**src/hw/rv_defs.svh**
```systemverilog
`ifndef RV_DEFS_SVH
`define RV_DEFS_SVH

`define RV_XLEN      32
`define RV_MEM_WORDS 1024
`define RV_MEM_AW    10

`define RV_OP_LUI    7'b0110111
`define RV_OP_AUIPC  7'b0010111
`define RV_OP_JAL    7'b1101111
`define RV_OP_JALR   7'b1100111
`define RV_OP_BRANCH 7'b1100011
`define RV_OP_LOAD   7'b0000011
`define RV_OP_STORE  7'b0100011
`define RV_OP_IMM    7'b0010011
`define RV_OP_REG    7'b0110011

`define RV_F3_ADDI  3'b000
`define RV_F3_SLTIU 3'b011
`define RV_F3_SLLI  3'b001
`define RV_F3_ADD   3'b000
`define RV_F3_JALR  3'b000
`define RV_F3_BEQ   3'b000
`define RV_F3_BNE   3'b001
`define RV_F3_BGE   3'b101
`define RV_F3_LW    3'b010
`define RV_F3_SB    3'b000
`define RV_F3_SH    3'b001
`define RV_F3_SW    3'b010

`endif

```
**src/hw/rv_pkg.sv**
```systemverilog
`default_nettype none

`include "rv_defs.svh"

package rv_pkg;

	typedef logic [`RV_XLEN-1:0] word_t;

	typedef logic [4:0] reg_idx_t;

	typedef logic [3:0] byte_mask_t; // one bit per byte lane

	typedef logic [`RV_MEM_AW-1:0] mem_addr_t; // word index

	typedef enum logic [1:0] {
		FETCH,
		WAIT_I,
		EXEC,
		MEM
	} core_state_e;

endpackage

`default_nettype wire

```
**src/hw/mem_if.sv**
```systemverilog
`timescale 1ns/1ps
`default_nettype none

interface mem_if;
	import rv_pkg::*;

	logic req;
	logic we;
	word_t addr; // byte address
	word_t wdata;
	byte_mask_t wmask;
	logic gnt;
	word_t rdata; // valid cycle after gnt

	modport requester (
		output req, we, addr, wdata, wmask,
		input gnt, rdata
	);

	modport arbiter (
		input req, we, addr, wdata, wmask,
		output gnt, rdata
	);

endinterface

`default_nettype wire

```
**src/hw/mem_arbiter.sv**
```systemverilog
`timescale 1ns/1ps
`default_nettype none

`include "rv_defs.svh"

module mem_arbiter (
	input logic clk,
	input logic arst_n,
	mem_if.arbiter load_bus,
	mem_if.arbiter data_bus,
	mem_if.arbiter fetch_bus,
	output logic mem_en,
	output logic mem_we,
	output rv_pkg::mem_addr_t mem_addr,
	output rv_pkg::word_t mem_wdata,
	output rv_pkg::byte_mask_t mem_wmask,
	input rv_pkg::word_t mem_rdata
);
	import rv_pkg::*;

	logic [2:0] owner_q; // {load, data, fetch}
	word_t sel_addr;

	assign load_bus.gnt = load_bus.req;
	assign data_bus.gnt = data_bus.req && !load_bus.req;
	assign fetch_bus.gnt = fetch_bus.req && !load_bus.req && !data_bus.req;

	always_comb begin
		mem_we = fetch_bus.we;
		sel_addr = fetch_bus.addr;
		mem_wdata = fetch_bus.wdata;
		mem_wmask = fetch_bus.wmask;
		if (load_bus.req) begin
			mem_we = load_bus.we;
			sel_addr = load_bus.addr;
			mem_wdata = load_bus.wdata;
			mem_wmask = load_bus.wmask;
		end else if (data_bus.req) begin
			mem_we = data_bus.we;
			sel_addr = data_bus.addr;
			mem_wdata = data_bus.wdata;
			mem_wmask = data_bus.wmask;
		end
	end

	assign mem_en = load_bus.req || data_bus.req || fetch_bus.req;
	assign mem_addr = sel_addr[`RV_MEM_AW+1:2]; // byte to word index

	always_ff @(posedge clk or negedge arst_n) begin
		if (!arst_n)
			owner_q <= 3'b000;
		else
			owner_q <= {load_bus.gnt, data_bus.gnt, fetch_bus.gnt};
	end

	assign load_bus.rdata = owner_q[2] ? mem_rdata : '0;
	assign data_bus.rdata = owner_q[1] ? mem_rdata : '0;
	assign fetch_bus.rdata = owner_q[0] ? mem_rdata : '0;

endmodule

`default_nettype wire

```
**src/flat_wrapper.sv**
```systemverilog
// flat-port wrapper written by rule: the top's interface ports become plain ports
module mem_arbiter_flat import rv_pkg::*;
  (clk, arst_n, mem_en, mem_we, mem_addr, mem_wdata, mem_wmask, mem_rdata, load_bus_req, load_bus_we, load_bus_addr, load_bus_wdata, load_bus_wmask, load_bus_gnt, load_bus_rdata, data_bus_req, data_bus_we, data_bus_addr, data_bus_wdata, data_bus_wmask, data_bus_gnt, data_bus_rdata, fetch_bus_req, fetch_bus_we, fetch_bus_addr, fetch_bus_wdata, fetch_bus_wmask, fetch_bus_gnt, fetch_bus_rdata);
  mem_if load_bus_i ();
  mem_if data_bus_i ();
  mem_if fetch_bus_i ();
  input logic clk;
  input logic arst_n;
  output logic mem_en;
  output logic mem_we;
  output rv_pkg::mem_addr_t mem_addr;
  output rv_pkg::word_t mem_wdata;
  output rv_pkg::byte_mask_t mem_wmask;
  input rv_pkg::word_t mem_rdata;
  input wire logic [$bits(load_bus_i.req)-1:0] load_bus_req;
  input wire logic [$bits(load_bus_i.we)-1:0] load_bus_we;
  input wire logic [$bits(load_bus_i.addr)-1:0] load_bus_addr;
  input wire logic [$bits(load_bus_i.wdata)-1:0] load_bus_wdata;
  input wire logic [$bits(load_bus_i.wmask)-1:0] load_bus_wmask;
  output wire logic [$bits(load_bus_i.gnt)-1:0] load_bus_gnt;
  output wire logic [$bits(load_bus_i.rdata)-1:0] load_bus_rdata;
  input wire logic [$bits(data_bus_i.req)-1:0] data_bus_req;
  input wire logic [$bits(data_bus_i.we)-1:0] data_bus_we;
  input wire logic [$bits(data_bus_i.addr)-1:0] data_bus_addr;
  input wire logic [$bits(data_bus_i.wdata)-1:0] data_bus_wdata;
  input wire logic [$bits(data_bus_i.wmask)-1:0] data_bus_wmask;
  output wire logic [$bits(data_bus_i.gnt)-1:0] data_bus_gnt;
  output wire logic [$bits(data_bus_i.rdata)-1:0] data_bus_rdata;
  input wire logic [$bits(fetch_bus_i.req)-1:0] fetch_bus_req;
  input wire logic [$bits(fetch_bus_i.we)-1:0] fetch_bus_we;
  input wire logic [$bits(fetch_bus_i.addr)-1:0] fetch_bus_addr;
  input wire logic [$bits(fetch_bus_i.wdata)-1:0] fetch_bus_wdata;
  input wire logic [$bits(fetch_bus_i.wmask)-1:0] fetch_bus_wmask;
  output wire logic [$bits(fetch_bus_i.gnt)-1:0] fetch_bus_gnt;
  output wire logic [$bits(fetch_bus_i.rdata)-1:0] fetch_bus_rdata;
  assign load_bus_i.req = load_bus_req;
  assign load_bus_i.we = load_bus_we;
  assign load_bus_i.addr = load_bus_addr;
  assign load_bus_i.wdata = load_bus_wdata;
  assign load_bus_i.wmask = load_bus_wmask;
  assign load_bus_gnt = load_bus_i.gnt;
  assign load_bus_rdata = load_bus_i.rdata;
  assign data_bus_i.req = data_bus_req;
  assign data_bus_i.we = data_bus_we;
  assign data_bus_i.addr = data_bus_addr;
  assign data_bus_i.wdata = data_bus_wdata;
  assign data_bus_i.wmask = data_bus_wmask;
  assign data_bus_gnt = data_bus_i.gnt;
  assign data_bus_rdata = data_bus_i.rdata;
  assign fetch_bus_i.req = fetch_bus_req;
  assign fetch_bus_i.we = fetch_bus_we;
  assign fetch_bus_i.addr = fetch_bus_addr;
  assign fetch_bus_i.wdata = fetch_bus_wdata;
  assign fetch_bus_i.wmask = fetch_bus_wmask;
  assign fetch_bus_gnt = fetch_bus_i.gnt;
  assign fetch_bus_rdata = fetch_bus_i.rdata;
  mem_arbiter u_core (.clk(clk), .arst_n(arst_n), .load_bus(load_bus_i), .data_bus(data_bus_i), .fetch_bus(fetch_bus_i), .mem_en(mem_en), .mem_we(mem_we), .mem_addr(mem_addr), .mem_wdata(mem_wdata), .mem_wmask(mem_wmask), .mem_rdata(mem_rdata));
endmodule
```
**config.mk**
```make
export PLATFORM = sky130hd
export DESIGN_NAME = mem_arbiter_flat
export DESIGN_NICKNAME = d
export VERILOG_FILES = /design/src/hw/rv_pkg.sv /design/src/hw/mem_if.sv /design/src/hw/mem_arbiter.sv /design/src/flat_wrapper.sv
export VERILOG_INCLUDE_DIRS = /design/src /design/src/hw
export SDC_FILE = /design/constraint.sdc
export NUM_CORES = 1
export LEC_CHECK = 0
export BUFFER_PORTS_ARGS = -buffer_cell sky130_fd_sc_hd__buf_2
export CELL_PAD_IN_SITES_DETAIL_PLACEMENT = 0
export CELL_PAD_IN_SITES_GLOBAL_PLACEMENT = 1
export CORE_AREA = 10 10 144 146
export DETAILED_ROUTE_END_ITERATION = 16
export DIE_AREA = 0 0 154 156
export GPL_TIMING_DRIVEN = 0
export PLACE_DENSITY_LB_ADDON = 0.1
export SLEW_MARGIN = 40
export SYNTH_ARGS = -nofsm -noshare
export SYNTH_HDL_FRONTEND = slang
export SYNTH_SLANG_ARGS = --single-unit
```
**constraint.sdc**
```tcl
create_clock -name clk -period 1.72 [get_ports clk]
set_clock_uncertainty 0.1 [all_clocks]
set_input_delay 0.516 -clock clk [delete_from_list [all_inputs] [get_ports clk]]
set_output_delay 0.516 -clock clk [all_outputs]
set_load 0.005 [all_outputs]
```
==> impl_metrics.yaml <==
worst_hold_path:
  hold_depth: 2
  hp-class: "in2reg"
  min_from: "load_bus_req"
  holdPathEnd: "u_core.owner_q[2]"
sta:
  totalNegativeSetupSlack_ns: -7.91
  rsz0062_at_grt: "true"
  fmax_ghz: 0.537
  finalSetupViolCount: 123
  fin_ws_ns: -0.142
  tightest_slew_ns: 0.314
  post-route-period-util_pct: 108
  hold_violations: 0
  finalMaxSlewViolations: 0
  fin_crit_ns: 1.86
  slew_headroom_pct: 79.1
worst_setup_path:
  critPathMaxStageDelay_ns: 0.29
  crit_type: "in2out"
  path_buf_inv: 3
  path_cells: "clkbuf_16 -> buf_16 -> or3_1 -> buf_2"
  required_ns: 1.10
  cp-end-kind: "output port"
  path_delay_family: "buffers and inverters"
  slowest_stage: "or3_1"
  critical_path_depth: 4
  worstPathArrival_ns: 1.25
  crit_fanout: 5
  cp-start-kind: "input pin"
floorplanning:
  die_y_um: 156
  core_um2: 17800
  initial_utilization_pct: 9.88
  io_pins: 391
  num_rows: 49
  die_area_um2: 24000
  die_w_um: 154
cells_and_area:
  n_antenna_cell: 0
  finalNonFillerCells: 857
  fin_nets: 873
  top_regs: "u_core.owner_q: 3 flops"
  final_util_pct: 30.5
  largest_reg_flops: 3
  top_register: "u_core.owner_q"
  drive_above_1_share_pct: 82.8
  area_delta_synth_final_pct: 208
status:
  status: "complete, but fails checks"
  violations: "negative setup slack"
global_route:
  grt.total_usage_pct: 11.0
  grt_max_degree: 11
  gr-total-overflow: 0
  grt_pass1_vias: 3552
  grt_pass1_wl_um: 21100
  antenna_found_initial: 0
run:
  cap_violations: 0
drt:
  drc: 0
  wl_um: 15500
  routedWlPerCell_um: 18.1
  drt_iter0_drc: 53
  vias: 3300
  ant_nets: 0
  vias_per_cell: 3.85
  drt-pass1-iter-count: 4
placed_design:
  finalWeightedCongestion: 0.783
  dp_hpwl_um: 12100
  dp.cells: 822
  port_buffers: 323
synth:
  syn_nets: 514
  syn_area_um2: 1760
  synth_seq_cells: 3
  ys_seq_area_share_pct: 4.26
  synthCells: 270
  avgSynthCellArea_um2: 6.53
  ys_types: 15
  yosys_warnings: 0
cts:
  clk_pin_slew_ns: 0.03
  h-tree-depth: 1
  clockBufferDepth: 2
  clock_sinks: 3
  cts_buffers: 3
  cts_tree: "built"
  cts_root_buffer: "clkbuf_16"
pwr:
  vdd_drop_max_v: 0.000219
  p_leak_nw: 2.90
  powerDensity_nw_per_um2: 310
cells by family after synthesis:
| group | Yosys count | share of synthesized area, % |
|---|---|---|
| AOI/OAI and AO/OA | 47 | 13.3 |
| buffers and inverters | 27 | 10.5 |
| DFF | 3 | 4.26 |
| muxes | 47 | 26.7 |
| and+or+nand+nor | 146 | 45.2 |
cells in the mapped netlist:
library cell | instances | area share [%]
clkbuf_1 | 13 | 2.8
or3_1 | 1 | 0.36
buf_6 | 1 | 0.64
nor2b_1 | 1 | 0.36
mux2i_1 | 47 | 27
nand2_1 | 47 | 10
dfrtp_1 | 3 | 4.3
and2_1 | 96 | 34
buf_12 | 1 | 1.1
buf_8 | 4 | 3.4
clkbuf_2 | 1 | 0.28
buf_4 | 2 | 0.85
o21ai_0 | 47 | 13
buf_2 | 5 | 1.4
nor3b_1 | 1 | 0.43
placed cells by master, fill, tap and decap left out, types with 3 or more instances in the layout:
cell type  count
buf_8         14
nand2_1       13
o21ai_1       34
buf_2        253
dfrtp_2        3
nand2_4        3
o21ai_2       13
and2_1        24
and2_4        72
nand2_2       31
mux2i_2       10
mux2i_1       34
clkbuf_16     12
buf_16         8
mux2i_4        3
buf_4          6
buf_12        10
buf_6         78
where the power goes:
part / total (mW) / switching, mW / internal, mW
combinational: 1.23 / 0.479 / 0.751
clock: 0.370 / 0.0642 / 0.306
sequential: 0.0847 / 0.00967 / 0.0750
cell type report:
type	count	area (um^2)
clock buffer	4	78.8
multi-input combinational	240	1930
sequential	3	78.8
tap	229	287
buffer	25	413
fill	1921	12400
timing repair buffer	356	2660
layer usage:
layer,up-vias,share of wire (%),track usage [%]
met1,1473,32,9.87
met5,-,0,0
met4,0,0.75,0.765
met2,205,56,22.5
met3,12,11,4.88
li1,1610,-,-
worst max path at each step:
stage | start | end
finish | data_bus_req | mem_en
global route | data_bus_req | mem_wdata[5]
CTS | load_bus_req | mem_en
detailed placement | load_bus_req | fetch_bus_gnt
global placement | load_bus_req | fetch_bus_gnt
floorplan | load_bus_req | mem_addr[0]
what timing repair did:
action | CTS | global route
buffers inserted | 10 | 2
hold endpoints to repair | 3 | 0
hold buffers | 1 | 0
gates resized for setup | 206 | 159
pin swaps | 38 | 33
endpoints found under the setup margin | 140 | 137
cloned | 10 | 10
through the flow:
| stage | setup WS, ns | cell area (um^2) | hold WS, ns | total power [mW] |
|---|---|---|---|---|
| finish | -0.142 | 5440 | 0.453 | 1.69 |
| global route | -0.168 | 5440 | 0.460 | 1.81 |
| CTS | -0.271 | 4640 | 0.419 | 1.50 |
| detailed placement | -0.772 | 3670 | 0.212 | 0.873 |
| global placement | -0.764 | 3670 | 0.212 | 0.880 |
| floorplan | 0.0114 | 1760 | 0.120 | 0.390 |
(Power assumes the default switching activity.)
